## src/hw/stm_sampler.sv

```systemverilog
`default_nettype none

module stm_sampler (
  input  var logic        clk,
  input  var logic        rst_n,
  input  var logic [63:0] sys_time,
  input  var logic [15:0] cycle_stm,
  input  var logic [31:0] freq_div_stm,
  output var logic [15:0] idx
);

  logic        mod_phase;    // Low for the divide step, high for the modulo step.
  logic [6:0]  iter;         // 64 means the current step has finished.
  logic        zero_div;
  logic [63:0] num;          // Dividend, shifted out as quotient bits shift in.
  logic [31:0] rem;
  logic [31:0] divisor;
  logic [33:0] diff;

  // Trial subtraction of one restoring iteration. Bit 33 is the borrow.
  assign diff = {1'b0, rem, num[63]} - {2'b00, divisor};

  always_ff @(posedge clk or negedge rst_n) begin
    if (!rst_n) begin
      mod_phase <= 1'b1;       // Looks like a finished modulo step,
      iter      <= 7'd64;      // so the first edge latches sys_time.
      zero_div  <= 1'b1;
      idx       <= '0;
    end else if (iter != 7'd64) begin
      iter <= iter + 7'd1;
    end else if (!mod_phase) begin
      mod_phase <= 1'b1;
      iter      <= '0;
      zero_div  <= zero_div || (cycle_stm == '0);
    end else begin
      idx       <= zero_div ? '0 : rem[15:0];
      mod_phase <= 1'b0;
      iter      <= '0;
      zero_div  <= (freq_div_stm == '0);
    end
  end

  always_ff @(posedge clk) begin
    if (iter != 7'd64) begin
      rem <= diff[33] ? {rem[30:0], num[63]} : diff[31:0];
      num <= {num[62:0], ~diff[33]};
    end else if (!mod_phase) begin
      rem     <= '0;                  // Quotient stays in num as the new dividend.
      divisor <= {16'b0, cycle_stm};
    end else begin
      num     <= sys_time;
      rem     <= '0;
      divisor <= freq_div_stm;
    end
  end

endmodule

`default_nettype wire

```

## config.mk

```make
export PLATFORM = sky130hd
export DESIGN_NAME = stm_sampler
export DESIGN_NICKNAME = d
export VERILOG_FILES = /design/src/hw/stm_sampler.sv
export SDC_FILE = /design/constraint.sdc
export NUM_CORES = 1
export LEC_CHECK = 0
export BUFFER_PORTS_ARGS = -buffer_cell sky130_fd_sc_hd__clkbuf_2
export CAP_MARGIN = 25
export CORE_UTILIZATION = 30
export CTS_CLUSTER_SIZE = 8
export DETAILED_ROUTE_END_ITERATION = 10
export GPL_ROUTABILITY_DRIVEN = 0
export PLACE_DENSITY = 0.52
export SLEW_MARGIN = 20
export SYNTH_ARGS = -nofsm -noshare
export SYNTH_HDL_FRONTEND = slang
export SYNTH_SLANG_ARGS = --single-unit
```

## constraint.sdc

```tcl
create_clock -name clk -period 3.6 [get_ports clk]
set_clock_uncertainty 0.15 [all_clocks]
set_input_delay 0.18 -clock clk [delete_from_list [all_inputs] [get_ports clk]]
set_output_delay 0.18 -clock clk [all_outputs]
set_load 0.1 [all_outputs]
```

==> impl_metrics.env <==
export IMPL_area_delta_synth_final_pct=33.1
export IMPL_ant_nets=0
export IMPL_fmax_mhz=309
export IMPL_hold_viol=0
export IMPL_syn_nets=993
export IMPL_antenna_cells=0
export IMPL_synth_edf_count=96
export IMPL_fin_util=0.411
export IMPL_coreArea_um2=26400
export IMPL_htreeDepth=4
export IMPL_antenna_found_initial=0
export IMPL_start_util=0.309
export IMPL_cts_sinks=153
export IMPL_hpwl_mm=14.4
export IMPL_max_vdd_ir_drop_mv=0.255
export IMPL_critPathLaunch="num[63]"
export IMPL_ff2ff_setup_slack_ns=0.37
export IMPL_numCtsBuffers=17
export IMPL_cp_max_fo=4
export IMPL_layout_commonest_cell="nand2_1"
export IMPL_synthAdderAreaFrac=0.0548
export IMPL_route_detailed_drc=0
export IMPL_syn_avg_cell_area_um2=9.64
export IMPL_hold_ws_ns=0.0306
export IMPL_finalSetupViolCount=0
export IMPL_routed_wl_mm=21.0
export IMPL_grtUsageTotal=0.156
export IMPL_hp_class="in2reg"
export IMPL_drive_gt1_frac=0.181
export IMPL_firstDrtPassIters=5
export IMPL_wl_per_cell_um=14.7
export IMPL_cts_tree="yes"
export IMPL_die_h_um=167
export IMPL_yosysWarningCount=0
export IMPL_syn_area_um2=8140
export IMPL_grt_max_degree=75
export IMPL_maxSlewViolCount=0
export IMPL_crit_path_start_kind="register"
export IMPL_crit_top_cell="inv_1"
export IMPL_io_buffers=129
export IMPL_clock_latency_ns=0.44
export IMPL_root_buffer="clkbuf_16"
export IMPL_status="finished, final reports clean"
export IMPL_num_nets_final=1225
export IMPL_gr_total_overflow=0
export IMPL_dieWidth_um=167
export IMPL_ys_async_sr_fraction=0.163
export IMPL_synth_cells=844
export IMPL_tns_ns=0
export IMPL_drt_initial_drc_count=325
export IMPL_slew_limit_headroom=0.381
export IMPL_synthFlopType="edfxtp_1"
export IMPL_cp_data_required_time_ns=3.75
export IMPL_cap_violations=0
export IMPL_synth_top_family_by_area="simple AND/OR/NAND/NOR gates"
export IMPL_clockBufferDepth=2
export IMPL_ys_seq_elements=153
export IMPL_path_clk_slew_ns=0.06
export IMPL_synthSimpleGateAreaFrac=0.208
export IMPL_yosysSeqAreaShare=0.510
export IMPL_synth_cell_types=61
export IMPL_fin_cells=1424
export IMPL_avgViaCountPerCell=4.76
export IMPL_synth_compound_area_share=0.105
export IMPL_crit_arrival_ns=3.39
export IMPL_grt_pass1_wl_mm=34.2
export IMPL_grt_pass1_vias=6685
export IMPL_r2r_cells=12
export IMPL_cts_setup_buffers=0
export IMPL_period_needed_ns=3.23
export IMPL_layout_common_cells="nand2_1 (229), clkbuf_2 (129), dlygate4sd3_1 (112)"
export IMPL_rows=59
export IMPL_crit_path_max_incr_delay_ns=0.42
export IMPL_path_class="reg2reg"
export IMPL_endpoint_kind="register"
export IMPL_r2r_start="num[63]"
export IMPL_cpMaxStageDelayCell="a221oi_2"
export IMPL_num_vias=6776
export IMPL_leakagePower_nw=4.97
export IMPL_cellPowerDensity_nw_per_um2=354
export IMPL_tightest_slew_ns=0.920
export IMPL_boundaryPins=130
export IMPL_die_area_um2=27800
export IMPL_cp_cell_sequence="inv_1 -> ha_1 -> inv_1 -> fa_1 -> a21o_1 -> a221o_1 -> a221oi_2 -> a211oi_1 -> o21ai_2 -> mux2i_1 -> a31o_2 -> a21oi_1"
export IMPL_synthMuxAreaShare=0.0529
export IMPL_fin_crit_sh=0.899
export IMPL_cp_endpoint="rem[28]"
export IMPL_rsz0062_at_grt="false"
export IMPL_dp_cells=1280
export IMPL_synthXorXnorAreaFrac=0.0301
export IMPL_r2r_end="rem[28]"
-- metrics by stage --
stage | instance area [µm²] | total power, W | worst slack [ns]
2_1_floorplan | 8140 | 0.00190 | 0.370
3_3_place_gp | 9130 | 0.00198 | 0.433
3_5_place_dp | 9130 | 0.00198 | 0.373
4_1_cts | 10800 | 0.00389 | 0.368
5_1_grt | 10800 | 0.00397 | 0.158
6_report | 10800 | 0.00384 | 0.365
-- power breakdown --
group | internal [W] | total, W | switching (W)
clock | 0.000979 | 0.00180 | 0.000819
sequential | 0.00185 | 0.00185 | 0.000000000000000000513
combinational | 0.000131 | 0.000192 | 0.0000612
-- worst max-delay path: cells and delay by family (launching register included) --
family,cells,cell delay (ns)
AOI/OAI and AO/OA,7,1.66
buffers and inverters,2,0.13
muxes,1,0.22
adders and majority gates,2,0.56
DFF,1,0.38
-- cells in the mapped netlist (3+ instances only) --
master | number | area, µm²
nor2b_1 | 8 | 50.1
clkbuf_1 | 28 | 105
mux2i_1 | 25 | 250
and3_1 | 7 | 43.8
o21ai_0 | 28 | 140
xnor2_1 | 18 | 158
edfxtp_1 | 96 | 2880
a211oi_1 | 5 | 37.5
nor3_1 | 8 | 40.0
or3_1 | 5 | 31.3
mux2_2 | 16 | 180
nor4_1 | 16 | 100
dfrtp_1 | 22 | 551
nand3_1 | 14 | 70.1
nand2b_1 | 20 | 125
dfxtp_1 | 32 | 641
nand4_1 | 4 | 25.0
nor2_1 | 45 | 169
a311oi_1 | 3 | 26.3
o21a_1 | 7 | 52.6
buf_6 | 3 | 33.8
and2_1 | 18 | 113
a31oi_1 | 6 | 37.5
o21ai_1 | 9 | 45.0
a21o_1 | 11 | 82.6
xor2_1 | 10 | 87.6
nand2_1 | 229 | 860
a21oi_1 | 34 | 170
buf_1 | 3 | 11.3
ha_1 | 34 | 425
inv_1 | 42 | 158
dfstp_2 | 3 | 78.8
-- cells by family after synthesis --
family | count (synthesis)
flip-flops | 153
AND/OR/NAND/NOR | 382
buffers and inverters | 77
adder cells (fa/ha/maj) | 35
XOR/XNOR | 28
AO/OA/AOI/OAI | 128
multiplexers | 41
-- state kept, by name, indices dropped and copies added (netlist names) --
register,cells
iter,7
rem,32
mod_phase,1
zero_div,1
divisor,32
num,64
idx,16
-- timing repair --
item | CTS | global route
hold buffers | 112 | 0
hold endpoints to repair | 118 | 0
endpoints found under the setup margin | 0 | 0
resized for setup | 0 | 0
-- layout make-up --
type                       count  area [µm²]
timing repair buffer         247        1840
fill                        2575       15500
clock inverter                15         155
sequential                   153        4150
multi-input combinational    614        3680
inverter                      43         164
clock buffer                  17         425
tap                          335         419
-- how the worst min path moves through the flow --
| stage | from | endpoint | depth (start not counted) |
|---|---|---|---|
| floorplan | rst_n | idx[0] | 0 |
| global placement | rst_n | idx[12] | 1 |
| detailed placement | rst_n | idx[14] | 1 |
| CTS | freq_div_stm[7] | divisor[7] | 2 |
| global route | freq_div_stm[7] | divisor[7] | 2 |
| finish | freq_div_stm[7] | divisor[7] | 2 |
-- per-layer routing --
layer	wire, µm	vias up	GRT usage
met2	9560	188	0.252
met1	9990	3186	0.206
met3	1230	14	0.0366
li1	-	3388	-
met5	0	-	0
met4	218	0	0.0459
(Power assumes the default switching activity.)
