===== config.mk =====
export PLATFORM = sky130hd
export DESIGN_NAME = stm_gain_operator_flat
export DESIGN_NICKNAME = d
export VERILOG_FILES = /design/src/hw/stm_param_pkg.sv /design/src/hw/stm_word_pkg.sv /design/src/hw/stm_bus_if.sv /design/src/hw/stm_gain_operator.sv /design/src/flat_wrapper.sv
export SDC_FILE = /design/constraint.sdc
export NUM_CORES = 1
export LEC_CHECK = 0
export BUFFER_PORTS_ARGS = -buffer_cell sky130_fd_sc_hd__clkbuf_2
export CAP_MARGIN = 20
export CORE_ASPECT_RATIO = 0.6
export CORE_MARGIN = 2
export CORE_UTILIZATION = 41
export DETAILED_ROUTE_END_ITERATION = 7
export GPL_TIMING_DRIVEN = 0
export HOLD_SLACK_MARGIN = 0.1
export PLACE_DENSITY_LB_ADDON = 0.08
export SLEW_MARGIN = 30
export SYNTH_ARGS = -nofsm -noshare
export SYNTH_HDL_FRONTEND = slang
export SYNTH_SLANG_ARGS = --single-unit

===== constraint.sdc =====
create_clock -name clk -period 2.1 [get_ports clk]
set_clock_uncertainty 0.2 [all_clocks]
set_input_delay 0 -clock clk [delete_from_list [all_inputs] [get_ports clk]]
set_output_delay 0 -clock clk [all_outputs]
set_load 0.02 [all_outputs]

===== src/hw/stm_param_pkg.sv =====
`default_nettype none

package stm_param_pkg;

  // Array geometry.
  localparam int num_trans = 8;                // Transducers driven per burst.
  localparam int trans_w = $clog2(num_trans);  // Transducer counter width.
  localparam int trans_pitch = 10;             // X spacing in position units.

  // Entry memory map.
  localparam int mem_words = 256;              // Entry words.
  localparam int mem_aw = 8;                   // Word address width.
  localparam int data_w = 32;                  // Wishbone data width.

  // Focus arithmetic.
  localparam int dist_sq_w = 18;               // Holds three 8-bit squares.
  localparam int dist_w = 9;
  localparam int phase_shift = 4;              // Scale of distance times wavenumber.

endpackage

`default_nettype wire


===== src/hw/stm_word_pkg.sv =====
`default_nettype none

package stm_word_pkg;

  // Gain view, one word per index and transducer.
  typedef struct packed {
    logic [15:0] rsvd;
    logic [7:0]  intensity;
    logic [7:0]  phase;
  } stm_gain_t;

  // Focus view, one focal point per index.
  typedef struct packed {
    logic [7:0] intensity;
    logic [7:0] z;            // Unsigned position units.
    logic [7:0] y;
    logic [7:0] x;
  } stm_focus_t;

  typedef union packed {
    stm_gain_t  gain;
    stm_focus_t focus;
  } stm_word_u;

endpackage

`default_nettype wire


===== src/hw/stm_bus_if.sv =====
`default_nettype none

interface stm_bus_if
  import stm_param_pkg::*, stm_word_pkg::*;
();

  logic [mem_aw-1:0] gain_addr;
  stm_word_u         gain_rdata;     // Valid one cycle after gain_addr.
  logic [mem_aw-1:0] focus_addr;
  stm_word_u         focus_rdata;    // Valid one cycle after focus_addr.

  modport memory_port(input gain_addr, input focus_addr, output gain_rdata, output focus_rdata);

  modport gain_port(output gain_addr, input gain_rdata);

  modport focus_port(output focus_addr, input focus_rdata);

endinterface

`default_nettype wire


===== src/hw/stm_gain_operator.sv =====
`default_nettype none

module stm_gain_operator
  import stm_param_pkg::*;
(
  input  var logic        clk,
  input  var logic        rst_n,
  input  var logic        update,
  input  var logic [15:0] idx,
  stm_bus_if.gain_port    bus,
  output var logic [7:0]  intensity,
  output var logic [7:0]  phase,
  output var logic        dout_valid
);

  logic [trans_w-1:0] cnt;
  logic               issuing;    // Addresses still going out.
  logic               rvalid;     // Read data on the bus belongs to the burst.
  logic               accept;

  // The burst owns the operator until its last beat has left.
  assign accept = update && !issuing && !rvalid && !dout_valid;

  always_ff @(posedge clk or negedge rst_n) begin
    if (!rst_n) begin
      issuing       <= 1'b0;
      cnt           <= '0;
      bus.gain_addr <= '0;
      rvalid        <= 1'b0;
      dout_valid    <= 1'b0;
    end else begin
      rvalid     <= issuing;
      dout_valid <= rvalid;
      if (accept) begin
        issuing       <= 1'b1;
        cnt           <= '0;
        bus.gain_addr <= mem_aw'(idx * num_trans);  // First word of this index.
      end else if (issuing) begin
        bus.gain_addr <= bus.gain_addr + 1'b1;
        cnt           <= cnt + 1'b1;
        if (int'(cnt) == num_trans - 1) begin
          issuing <= 1'b0;
        end
      end
    end
  end

  always_ff @(posedge clk) begin
    if (rvalid) begin
      intensity <= bus.gain_rdata.gain.intensity;
      phase     <= bus.gain_rdata.gain.phase;
    end
  end

endmodule

`default_nettype wire


===== src/flat_wrapper.sv =====
// flat-port wrapper written by rule: the top's interface ports become plain ports
module stm_gain_operator_flat import stm_param_pkg::*;
  (clk, rst_n, update, idx, intensity, phase, dout_valid, bus_gain_addr, bus_gain_rdata);
  stm_bus_if bus_i ();
  input  var logic clk;
  input  var logic rst_n;
  input  var logic update;
  input  var logic [15:0] idx;
  output var logic [7:0] intensity;
  output var logic [7:0] phase;
  output var logic dout_valid;
  output wire logic [$bits(bus_i.gain_addr)-1:0] bus_gain_addr;
  input wire logic [$bits(bus_i.gain_rdata)-1:0] bus_gain_rdata;
  assign bus_gain_addr = bus_i.gain_addr;
  assign bus_i.gain_rdata = bus_gain_rdata;
  stm_gain_operator u_core (.clk(clk), .rst_n(rst_n), .update(update), .idx(idx), .bus(bus_i), .intensity(intensity), .phase(phase), .dout_valid(dout_valid));
endmodule

==> results.cfg <==
[clock_tree]
clk_path_buf_depth = 2
path_clk_slew_ns = 0.06
cts_tree = yes
htree_levels = 2
cts_sinks = 30
cts_root_buf = clkbuf_8
clkLatencyLatePin_ns = 0.28
postCtsSetupRepairBufs = 0
cts_resized = 0
cts-buffers-inserted = 5

[hold_path]
hold_path.class = input port to flip-flop

[drt]
first_pass_iters = 4
routed-via-count = 881
viasPerCell = 4.61
drt.antenna.violating_nets = 0
avgRoutedWirePerCell_microns = 12.8
routed_wl_microns = 2450
drc_errors = 0
dr.first_iter.drc_count = 56

[synthesis]
syn_avg_cell_area_sq_um = 14.8
seq_area_frac_synth_pct = 71.2
synth_fp_nets = 133
synth_cell_types = 19
synth_cells = 79
synth_seq_cells = 30
yosys_warnings = 0
netlist_area_sq_mm = 0.00117

[timing]
drv_slew = 0
finalSetupViolations = 0
period_share_pct = 93.0
tns_ns = 0
tightest_slew_ns = 0.764
fin_crit_ns = 1.95
max_freq_mhz = 512
hold_viol = 0
rsz0062_at_grt = false
slew_headroom_pct = 49.1

[cells_and_area]
drive_gt1_share_pct = 40.9
area_growth_pct = 51.5
layoutNonFillerInstCount = 191
n_fill_cell = 200
nets = 212
antenna_cells = 0

[worst_setup_path]
arrival_ns = 1.91
crit_buf_inv = 1
critPathLaunchType = flip-flop
r2r_cells = 4
criticalPathCategory = flip-flop to flip-flop
cp_slowest_stage_delay_ns = 0.66
critical-path-slowest-cell = dfrtp_1
startpoint = u_core.rvalid
cp_num_cells = 4
critPathTopFamily = simple AND/OR/NAND/NOR gates
r2r_end = u_core.bus.gain_addr[5]
r2r_slack_ns = 0.15
r2r-start = u_core.rvalid
critPathCaptureType = flip-flop
endpoint = u_core.bus.gain_addr[5]
cp.required_ns = 2.05
worstPathCellList = or4b_4 > buf_6 > nor2_2 > a31oi_2
crit_fanout = 19

[global_route]
grtUsageTotal_pct = 17.1
grt_max_degree = 20
grt_remaining_overflow = 0
grt_pass1_vias = 891
grt_pass1_wl_microns = 3910
antenna_found_initial = 0

[die]
die_h_microns = 45.3
initial_core_util_pct = 44.7
io_pins = 76
coreArea_sq_mm = 0.00261
die-area_sq_mm = 0.00330
die_w_microns = 72.9
rows = 14

[place]
place.detailed.hpwl_microns = 1590
dp.cells = 159
gp_congestion = 0.699
io_buffer_count = 48

[power_and_ir_drop]
leakage_nw = 0.775
ir_drop_mv = 0.742
power_density_mw_per_mm2 = 1340

[run_status]
status = complete, no violations

[run]
cap_violations = 0
[state kept, by name, summed over array words and instances (netlist names)]
signal / count
u_core.bus.gain_addr: 8
u_core.intensity: 8
u_core.phase: 8
u_core.cnt: 3
u_core.dout_valid: 1
u_core.issuing: 1
u_core.rvalid: 1
[placed cells by master (no fill, tap or decap), types with 2 or more instances in the layout]
| master | synthesis | final |
|---|---|---|
| clkbuf_2 | 0 | 48 |
| clkbuf_1 | 0 | 2 |
| ha_1 | 3 | 3 |
| clkbuf_8 | 0 | 5 |
| nand3_2 | 2 | 2 |
| nand2_1 | 9 | 9 |
| or3_1 | 3 | 3 |
| a31oi_2 | 3 | 3 |
| dfrtp_1 | 14 | 14 |
| o21ai_1 | 3 | 3 |
| nand4_1 | 4 | 4 |
| xor2_1 | 3 | 3 |
| o21ai_0 | 8 | 8 |
| dlygate4sd3_1 | 0 | 24 |
| nor2_2 | 3 | 3 |
| nand3_1 | 2 | 2 |
| edfxtp_1 | 16 | 16 |
[logic make-up (layout without fill, tap and decap cells)]
family,after synthesis,in the layout,share of synthesized area (%)
flip-flops,30,30,71.2
AND/OR/NAND/NOR,26,26,13.6
AO/OA/AOI/OAI,14,14,7.94
adder cells (fa/ha/maj),3,3,3.22
XOR/XNOR,3,3,2.25
buffers and inverters,3,83,1.72
[area by class of cell]
cell class / count / area, sq um / area share (%)
clock inverters: 1 / 3.75 / 0.212
well taps: 32 / 40.0 / 2.27
multi-input cells: 46 / 315 / 17.8
clock buffers: 7 / 76.3 / 4.32
repair buffers: 72 / 480 / 27.2
plain buffers: 2 / 16.3 / 0.921
inverters: 1 / 3.75 / 0.212
flip-flops and latches: 30 / 831 / 47.0
[worst min-delay path by stage]
| stage | startpoint | endpoint | slack (ns) | cells after the start |
|---|---|---|---|---|
| floorplan | rst_n | u_core.bus.gain_addr[0] | -0.50 | 0 |
| global placement | rst_n | u_core.bus.gain_addr[2] | -0.27 | 1 |
| detailed placement | rst_n | u_core.bus.gain_addr[5] | -0.27 | 1 |
| CTS | bus_gain_rdata[14] | u_core.intensity[6] | 0.22 | 2 |
| global route | bus_gain_rdata[12] | u_core.intensity[4] | 0.24 | 2 |
| finish | bus_gain_rdata[14] | u_core.intensity[6] | 0.23 | 2 |
[power breakdown]
part | leakage, nW | total (W) | switching (W) | internal [W]
registers | 0.322 | 0.00114 | 0.000245 | 0.000893
clock network | 0.0399 | 0.000432 | 0.000202 | 0.000230
logic | 0.413 | 0.000798 | 0.000489 | 0.000309
[worst register-to-register path: stages (launching register included)]
cell and delay [ns]:
dfrtp_1 0.66, or4b_4 0.66, buf_6 0.17, nor2_2 0.09, a31oi_2 0.04
[metal layers]
layer | vias up | track usage, % | share of wire (%)
met5 | - | 0 | 0
met4 | 0 | 10.0 | 2.4
met3 | 7 | 7.14 | 6.5
met2 | 27 | 26.2 | 43
met1 | 398 | 20.8 | 48
li1 | 449 | - | -
[cell usage after synthesis]
| cell | instances | share of area [%] |
|---|---|---|
| buf_6 | 1 | 0.97 |
| dfrtp_1 | 14 | 30 |
| xor2_1 | 3 | 2.3 |
| nor4b_2 | 1 | 1.3 |
| buf_2 | 1 | 0.43 |
| nor2_1 | 1 | 0.32 |
| ha_1 | 3 | 3.2 |
| nand3_1 | 2 | 0.86 |
| nor2_2 | 3 | 1.6 |
| nand4_1 | 4 | 2.1 |
| nand2_1 | 9 | 2.9 |
| or4b_4 | 1 | 1.2 |
| inv_1 | 1 | 0.32 |
| edfxtp_1 | 16 | 41 |
| o21ai_0 | 8 | 3.4 |
| o21ai_1 | 3 | 1.3 |
| or3_1 | 3 | 1.6 |
| a31oi_2 | 3 | 3.2 |
| nand3_2 | 2 | 1.7 |
[per-stage QoR]
step | total power [W] | hold WS [ns] | instance area (sq um) | util (%) | worst slack (ns)
floorplan | 0.00161 | -0.496 | 1170 | - | 0.321
global placement | 0.00189 | -0.272 | 1450 | 55.4 | 0.186
detailed placement | 0.00191 | -0.268 | 1450 | 55.4 | 0.132
CTS | 0.00238 | 0.219 | 1770 | 67.7 | 0.124
global route | 0.00251 | 0.235 | 1770 | 67.7 | 0.0361
finish | 0.00237 | 0.226 | 1770 | 67.7 | 0.147
[repair_timing]
| action | in CTS | in global routing |
|---|---|---|
| setup endpoints to repair | 0 | 0 |
| hold endpoints to repair | 38 | 0 |
| hold buffers | 24 | 0 |
No activity file was read; power rests on OpenSTA's default activity.
