**src/hw/stm_param_pkg.sv**
```systemverilog
`default_nettype none

package stm_param_pkg;

  // Array geometry.
  localparam int num_trans = 8;                // Transducers driven per burst.
  localparam int trans_w = $clog2(num_trans);  // Transducer counter width.
  localparam int trans_pitch = 10;             // X spacing in position units.

  // Entry memory map.
  localparam int mem_words = 256;              // Entry words.
  localparam int mem_aw = 8;                   // Word address width.
  localparam int data_w = 32;                  // Wishbone data width.

  // Focus arithmetic.
  localparam int dist_sq_w = 18;               // Holds three 8-bit squares.
  localparam int dist_w = 9;
  localparam int phase_shift = 4;              // Scale of distance times wavenumber.

endpackage

`default_nettype wire

```
**src/hw/stm_word_pkg.sv**
```systemverilog
`default_nettype none

package stm_word_pkg;

  // Gain view, one word per index and transducer.
  typedef struct packed {
    logic [15:0] rsvd;
    logic [7:0]  intensity;
    logic [7:0]  phase;
  } stm_gain_t;

  // Focus view, one focal point per index.
  typedef struct packed {
    logic [7:0] intensity;
    logic [7:0] z;            // Unsigned position units.
    logic [7:0] y;
    logic [7:0] x;
  } stm_focus_t;

  typedef union packed {
    stm_gain_t  gain;
    stm_focus_t focus;
  } stm_word_u;

endpackage

`default_nettype wire

```
**src/hw/stm_bus_if.sv**
```systemverilog
`default_nettype none

interface stm_bus_if
  import stm_param_pkg::*, stm_word_pkg::*;
();

  logic [mem_aw-1:0] gain_addr;
  stm_word_u         gain_rdata;     // Valid one cycle after gain_addr.
  logic [mem_aw-1:0] focus_addr;
  stm_word_u         focus_rdata;    // Valid one cycle after focus_addr.

  modport memory_port(input gain_addr, input focus_addr, output gain_rdata, output focus_rdata);

  modport gain_port(output gain_addr, input gain_rdata);

  modport focus_port(output focus_addr, input focus_rdata);

endinterface

`default_nettype wire

```
**src/hw/stm_isqrt.sv**
```systemverilog
`default_nettype none

module stm_isqrt
  import stm_param_pkg::*;
(
  input  var logic                 clk,
  input  var logic                 rst_n,
  input  var logic                 start,
  input  var logic [dist_sq_w-1:0] radicand,
  output var logic [dist_w-1:0]    root,
  output var logic                 done
);

  logic                      busy;
  logic [$clog2(dist_w)-1:0] cnt;
  logic [dist_sq_w-1:0]      rad;      // Radicand, two bits consumed per step.
  logic [dist_w+5:0]         rem;      // Signed partial remainder.
  logic [dist_w+5:0]         rem_sh;
  logic [dist_w+5:0]         rem_nx;

  // Non-restoring step: subtract 4q+1 after a positive remainder, else add 4q+3.
  always_comb begin
    rem_sh = {rem[dist_w+3:0], rad[dist_sq_w-1 -: 2]};
    if (rem[dist_w+5]) begin
      rem_nx = rem_sh + {4'b0000, root, 2'b11};
    end else begin
      rem_nx = rem_sh - {4'b0000, root, 2'b01};
    end
  end

  always_ff @(posedge clk or negedge rst_n) begin
    if (!rst_n) begin
      busy <= 1'b0;
      cnt  <= '0;
      done <= 1'b0;
    end else begin
      done <= 1'b0;
      if (start && !busy) begin
        busy <= 1'b1;
        cnt  <= '0;
      end else if (busy) begin
        cnt <= cnt + 1'b1;
        if (int'(cnt) == dist_w - 1) begin
          busy <= 1'b0;
          done <= 1'b1;                 // Root is final from here on.
        end
      end
    end
  end

  always_ff @(posedge clk) begin
    if (start && !busy) begin
      rad  <= radicand;
      rem  <= '0;
      root <= '0;
    end else if (busy) begin
      rad  <= rad << 2;
      rem  <= rem_nx;
      root <= {root[dist_w-2:0], ~rem_nx[dist_w+5]};
    end
  end

endmodule

`default_nettype wire

```
**src/hw/stm_focus_operator.sv**
```systemverilog
`default_nettype none

module stm_focus_operator
  import stm_param_pkg::*;
(
  input  var logic        clk,
  input  var logic        rst_n,
  input  var logic        update,
  input  var logic [15:0] idx,
  input  var logic [7:0]  wavenum,
  stm_bus_if.focus_port   bus,
  output var logic [7:0]  intensity,
  output var logic [7:0]  phase,
  output var logic        dout_valid
);

  enum logic [2:0] {s_idle, s_read, s_dist, s_root, s_scale} state;

  logic [trans_w-1:0]   t;             // Transducer in progress.
  logic [7:0]           wn;
  logic [7:0]           focal_int;
  logic [7:0]           tx;
  logic [7:0]           dx;
  logic [dist_sq_w-1:0] dx_e;
  logic [dist_sq_w-1:0] dy_e;
  logic [dist_sq_w-1:0] dz_e;
  logic [dist_sq_w-1:0] dist_sq;
  logic                 sqrt_start;
  logic                 sqrt_done;
  logic [dist_w-1:0]    root;
  logic [dist_w+7:0]    prod;
  logic [dist_w+7:0]    scaled;

  // Transducer t sits at (t * pitch, 0, 0).
  always_comb begin
    tx = 8'(t * trans_pitch);
    if (bus.focus_rdata.focus.x >= tx) begin
      dx = bus.focus_rdata.focus.x - tx;
    end else begin
      dx = tx - bus.focus_rdata.focus.x;
    end
    dx_e    = dist_sq_w'(dx);
    dy_e    = dist_sq_w'(bus.focus_rdata.focus.y);
    dz_e    = dist_sq_w'(bus.focus_rdata.focus.z);
    dist_sq = dx_e * dx_e + dy_e * dy_e + dz_e * dz_e;
  end

  assign sqrt_start = (state == s_dist);
  assign scaled     = prod >> phase_shift;

  stm_isqrt stm_isqrt (
    .clk     (clk),
    .rst_n   (rst_n),
    .start   (sqrt_start),
    .radicand(dist_sq),
    .root    (root),
    .done    (sqrt_done)
  );

  always_ff @(posedge clk or negedge rst_n) begin
    if (!rst_n) begin
      state          <= s_idle;
      t              <= '0;
      bus.focus_addr <= '0;
      dout_valid     <= 1'b0;
    end else begin
      dout_valid <= 1'b0;
      case (state)
        s_idle: begin
          if (update) begin
            state          <= s_read;
            t              <= '0;
            bus.focus_addr <= idx[mem_aw-1:0];  // One focal word per index.
          end
        end
        s_read:  state <= s_dist;     // Word read returns next cycle.
        s_dist:  state <= s_root;
        s_root: begin
          if (sqrt_done) begin
            state <= s_scale;
          end
        end
        s_scale: begin
          dout_valid <= 1'b1;
          t          <= t + 1'b1;
          state      <= (int'(t) == num_trans - 1) ? s_idle : s_read;
        end
        default: state <= s_idle;
      endcase
    end
  end

  always_ff @(posedge clk) begin
    if (state == s_idle && update) begin
      wn <= wavenum;
    end
    if (state == s_dist) begin
      focal_int <= bus.focus_rdata.focus.intensity;
    end
    if (state == s_root && sqrt_done) begin
      prod <= root * wn;
    end
    if (state == s_scale) begin
      intensity <= focal_int;
      phase     <= scaled[7:0];     // Wraps modulo one period.
    end
  end

endmodule

`default_nettype wire

```
**src/flat_wrapper.sv**
```systemverilog
// flat-port wrapper written by rule: the top's interface ports become plain ports
module stm_focus_operator_flat import stm_param_pkg::*;
  (clk, rst_n, update, idx, wavenum, intensity, phase, dout_valid, bus_focus_addr, bus_focus_rdata);
  stm_bus_if bus_i ();
  input  var logic clk;
  input  var logic rst_n;
  input  var logic update;
  input  var logic [15:0] idx;
  input  var logic [7:0] wavenum;
  output var logic [7:0] intensity;
  output var logic [7:0] phase;
  output var logic dout_valid;
  output wire logic [$bits(bus_i.focus_addr)-1:0] bus_focus_addr;
  input wire logic [$bits(bus_i.focus_rdata)-1:0] bus_focus_rdata;
  assign bus_focus_addr = bus_i.focus_addr;
  assign bus_i.focus_rdata = bus_focus_rdata;
  stm_focus_operator u_core (.clk(clk), .rst_n(rst_n), .update(update), .idx(idx), .wavenum(wavenum), .bus(bus_i), .intensity(intensity), .phase(phase), .dout_valid(dout_valid));
endmodule
```
**config.mk**
```make
export PLATFORM = sky130hd
export DESIGN_NAME = stm_focus_operator_flat
export DESIGN_NICKNAME = d
export VERILOG_FILES = /design/src/hw/stm_param_pkg.sv /design/src/hw/stm_word_pkg.sv /design/src/hw/stm_bus_if.sv /design/src/hw/stm_isqrt.sv /design/src/hw/stm_focus_operator.sv /design/src/flat_wrapper.sv
export SDC_FILE = /design/constraint.sdc
export NUM_CORES = 1
export LEC_CHECK = 0
export ABC_AREA = 1
export ABC_CLOCK_PERIOD_IN_PS = 10470
export BUFFER_PORTS_ARGS = -buffer_cell sky130_fd_sc_hd__buf_2
export CORE_AREA = 2 2 126 189
export DETAILED_ROUTE_END_ITERATION = 6
export DIE_AREA = 0 0 128 191
export GPL_TIMING_DRIVEN = 1
export PLACE_DENSITY = 0.76
export SYNTH_ARGS = -nofsm -noshare
export SYNTH_HDL_FRONTEND = slang
export SYNTH_SLANG_ARGS = --single-unit
```
**constraint.sdc**
```tcl
create_clock -name clk -period 10.47 [get_ports clk]
set_clock_uncertainty 0.15 [all_clocks]
set_input_delay 0 -clock clk [delete_from_list [all_inputs] [get_ports clk]]
set_output_delay 0 -clock clk [all_outputs]
set_load 0.01 [all_outputs]
```
==> flow_metrics.py <==
metrics = {
    "timing": {
        "min_period_over_period_pct": 96.5,
        "fin_worst_hold_slack_ns": 0.000131,
        "timing.slew.headroom_pct": 21.5,
        "setup_viol": 0,
        "final_period_minus_worst_setup_slack_ns": 10.10,
        "hold_violations": 0,
        "report.final.slew_viol_count": 0,
        "tightestPinTransition_ns": 1.17,
        "clock.fmax_mhz": 99.0,
    },
    "grt": {
        "groute.layer.met1.usage_pct": 25.0,
        "first_global_vias": 10500,
        "track_usage_pct": 23.6,
        "grt_pass1_wl_um": 46400,
        "grt.met3_usage_pct": 1.60,
        "grt-busiest-layer": "met2",
        "grt_use_met2_pct": 46.2,
        "largest_net_degree_at_the_start_of_global_routing": 28,
        "antenna_violations_before_repair": 2,
        "grt-ovfl-total": 0,
    },
    "die": {
        "die_w_um": 128,
        "standard_cell_rows": 68,
        "die-area_um2": 24400,
        "initial_core_util_pct": 56.0,
        "num_io_pins": 84,
        "design.core.area_um2": 22800,
        "die_h_um": 191,
    },
    "run": {
        "timing.max_cap.violations": 0,
    },
    "synth": {
        "synth.cell_area_um2": 12800,
        "synth_edf_count": 58,
        "synth_top_area_share_pct": 23.5,
        "synth.lib_cells_used.distinct": 48,
        "synth-warning-count": 0,
        "synth_seq_cells": 102,
        "netlist_instances": 1576,
        "synth_top_area_cell": "sky130_fd_sc_hd__fa_1",
        "synthesis.nets": 1930,
        "yosys-top-cells-area": "sky130_fd_sc_hd__fa_1, sky130_fd_sc_hd__ha_1, sky130_fd_sc_hd__edfxtp_1",
        "postSynth.topFlopCell": "sky130_fd_sc_hd__edfxtp_1",
        "syn-mean-instance-area_um2": 8.11,
        "ys_async_sr_fraction_pct": 20.6,
        "seq_area_frac_synth_pct": 21.3,
    },
    "setup_path": {
        "timing.critical_path.from_type": "flip-flop",
        "crit-reg2reg-capture": "u_core.stm_isqrt.rad[12]$_DFFE_PP_",
        "path_class": "reg2reg",
        "cp_data_required_time_ns": 10.43,
        "path_delay_family": "adder cells",
        "rrSetupSlack_ns": 0.37,
        "critical_path_peak_fanout": 5,
        "crit_buf_inv": 11,
        "critical_path.max_stage_delay_ns": 0.60,
        "ff2ff_path_depth": 42,
        "r2r_start": "u_core.t[2]$_DFFE_PN0P_",
        "crit_path_end_kind": "flip-flop",
        "cp_data_arrival_time_ns": 10.06,
        "cell_at_the_slowest_stage_of_the_critical_path": "sky130_fd_sc_hd__fa_1",
    },
    "routing": {
        "drc_errors": 0,
        "drt-pass1-iter-count": 5,
        "num_vias": 10200,
        "wl_per_cell_um": 14.1,
        "avgViaCountPerCell": 5.19,
        "wirelength_um": 27600,
        "final_antenna_net_count": 0,
        "drt_initial_violations": 473,
    },
    "cells_and_area": {
        "syn2layout_area_growth_pct": 11.9,
        "largest_register": "u_core.stm_isqrt.rad",
        "max_reg_flops": 18,
        "fraction_of_layout_cells_with_a_size_suffix_above_1_pct": 9.71,
        "finish.net_count": 2028,
        "layout_top_registers": "u_core.stm_isqrt.rad: 18 flops, u_core.stm_isqrt.rem: 14 flops, u_core.stm_isqrt.root: 9 flops",
    },
    "place": {
        "io_buffers": 75,
        "gp_congestion": 0.916,
        "dp.final_hpwl_um": 22700,
    },
    "clock_tree": {
        "cts_tree": "done",
        "cts_root_buffer": "sky130_fd_sc_hd__clkbuf_16",
        "cts.reportedPaths.clkPinSlew_ns": 0.07,
        "number_of_buffers_between_clock_root_and_the_deepest_sink": 2,
        "clock_sinks": 102,
        "number_of_cts_inserted_buffers": 9,
        "clock_insertion_delay_worst_skew_ns": 0.35,
        "max_h_tree_level": 3,
    },
    "min_path": {
        "timing.hold.worst.class": "in2async",
    },
    "run_status": {
        "run_status": "finished clean",
    },
}
routing by layer:
| metal | wire [µm] | part of all wire, % |
|---|---|---|
| met5 | 7 | 0.025 |
| met1 | 10100 | 37 |
| met3 | 780 | 2.8 |
| met4 | 1340 | 4.8 |
| met2 | 15300 | 56 |
worst max path at each step:
stage / endpoint / start / slack, ns / cells after the start
floorplan: u_core.stm_isqrt.rad[12]$_DFFE_PP_ / u_core.t[0]$_DFFE_PN0P_ / 0.60 / 42
global placement: u_core.stm_isqrt.rad[13]$_DFFE_PP_ / u_core.t[2]$_DFFE_PN0P_ / 0.20 / 43
detailed placement: u_core.stm_isqrt.rad[12]$_DFFE_PP_ / u_core.t[2]$_DFFE_PN0P_ / 0.04 / 42
CTS: u_core.stm_isqrt.rad[12]$_DFFE_PP_ / u_core.t[2]$_DFFE_PN0P_ / 0.004 / 42
global route: u_core.stm_isqrt.rad[12]$_DFFE_PP_ / u_core.t[2]$_DFFE_PN0P_ / -0.02 / 43
finish: u_core.stm_isqrt.rad[12]$_DFFE_PP_ / u_core.t[2]$_DFFE_PN0P_ / 0.37 / 42
cells in the mapped netlist, types with 2 or more instances:
cell type	number
sky130_fd_sc_hd__xnor2_1	33
sky130_fd_sc_hd__buf_2	7
sky130_fd_sc_hd__nand2_2	7
sky130_fd_sc_hd__edfxtp_1	58
sky130_fd_sc_hd__o21ai_2	2
sky130_fd_sc_hd__dfrtp_1	21
sky130_fd_sc_hd__or2_2	7
sky130_fd_sc_hd__dfxtp_1	23
sky130_fd_sc_hd__nor2_2	3
sky130_fd_sc_hd__clkbuf_1	28
sky130_fd_sc_hd__nand2_1	348
sky130_fd_sc_hd__nor3_1	8
sky130_fd_sc_hd__ha_1	145
sky130_fd_sc_hd__o21ai_0	39
sky130_fd_sc_hd__a21oi_1	61
sky130_fd_sc_hd__nand3b_1	5
sky130_fd_sc_hd__a21o_1	7
sky130_fd_sc_hd__inv_2	5
sky130_fd_sc_hd__nand3_1	54
sky130_fd_sc_hd__fa_1	150
sky130_fd_sc_hd__a22oi_1	9
sky130_fd_sc_hd__nand3_2	3
sky130_fd_sc_hd__inv_1	395
sky130_fd_sc_hd__clkinv_1	3
sky130_fd_sc_hd__mux2i_1	2
sky130_fd_sc_hd__xor2_1	26
sky130_fd_sc_hd__o21a_1	3
sky130_fd_sc_hd__nand4_1	17
sky130_fd_sc_hd__o21bai_1	2
sky130_fd_sc_hd__o31ai_1	2
sky130_fd_sc_hd__nor2_1	86
cells in the final DEF (no fill, tap or decap), types with 10 or more instances in the layout:
| cell | synthesis | routed |
|---|---|---|
| sky130_fd_sc_hd__edfxtp_1 | 58 | 58 |
| sky130_fd_sc_hd__nand2_1 | 348 | 345 |
| sky130_fd_sc_hd__inv_1 | 395 | 395 |
| sky130_fd_sc_hd__a21oi_1 | 61 | 56 |
| sky130_fd_sc_hd__xnor2_1 | 33 | 33 |
| sky130_fd_sc_hd__dfrtp_1 | 21 | 21 |
| sky130_fd_sc_hd__o21ai_0 | 39 | 36 |
| sky130_fd_sc_hd__nand4_1 | 17 | 17 |
| sky130_fd_sc_hd__buf_2 | 7 | 75 |
| sky130_fd_sc_hd__dfxtp_1 | 23 | 23 |
| sky130_fd_sc_hd__buf_4 | 1 | 16 |
| sky130_fd_sc_hd__dlygate4sd3_1 | 0 | 34 |
| sky130_fd_sc_hd__ha_1 | 145 | 137 |
| sky130_fd_sc_hd__xor2_1 | 26 | 25 |
| sky130_fd_sc_hd__nand2_2 | 7 | 10 |
| sky130_fd_sc_hd__nor2_1 | 86 | 83 |
| sky130_fd_sc_hd__nand3_1 | 54 | 54 |
| sky130_fd_sc_hd__fa_1 | 150 | 149 |
cell type report:
cell class,instances,area [µm²]
fillers,1943,8500
multi-input cells,1033,8540
diodes,1,2.50
inverters,403,1510
repair buffers,125,836
well taps,280,350
clock buffers,9,225
flip-flops and latches,102,2730
clock inverters,7,106
cells by family (layout without fill, tap and decap cells):
family	after synthesis	in the layout	synth area share, %
simple gates	544	544	17.7
buf+inv	441	544	13.1
fa+ha+maj	295	295	37.7
compound gates	133	133	5.90
flops	102	102	21.3
xor+xnor	59	59	4.04
mux	2	2	0.157
other cells	0	1	0
worst register-to-register path, delay by kind of cell (launching register included):
kind	cells	cell delay, ns
adders and majority gates	15	6.23
and+or+nand+nor	11	1.41
buffers and inverters	11	0.81
AOI/OAI and AO/OA	4	0.65
DFF	1	0.40
xor gates and xnor gates	1	0.21
through the flow:
stage	setup slack, ns	area (µm²)	cells	utilization [%]	setup TNS (ns)
final	0.366	14300	1960	62.7	0
after global routing	-0.0191	14300	1959	62.7	-0.0297
after CTS	0.00413	14100	1955	61.8	0
after detailed placement	0.0370	13400	1905	58.9	0
after global placement	0.198	13400	1905	58.9	0
after floorplan	0.599	12800	1576	-	0
repair_timing:
item / 4_1_cts / 5_1_grt
gates resized for setup: 0 / 32
setup buffers: 0 / 4
endpoints found under the hold margin: 46 / 0
endpoints found under the setup margin: 0 / 11
hold buffers: 34 / 0
Power is left out: the tool's default activity adds up to more than one toggle a clock period on the data nets, which glitch-free logic cannot reach.
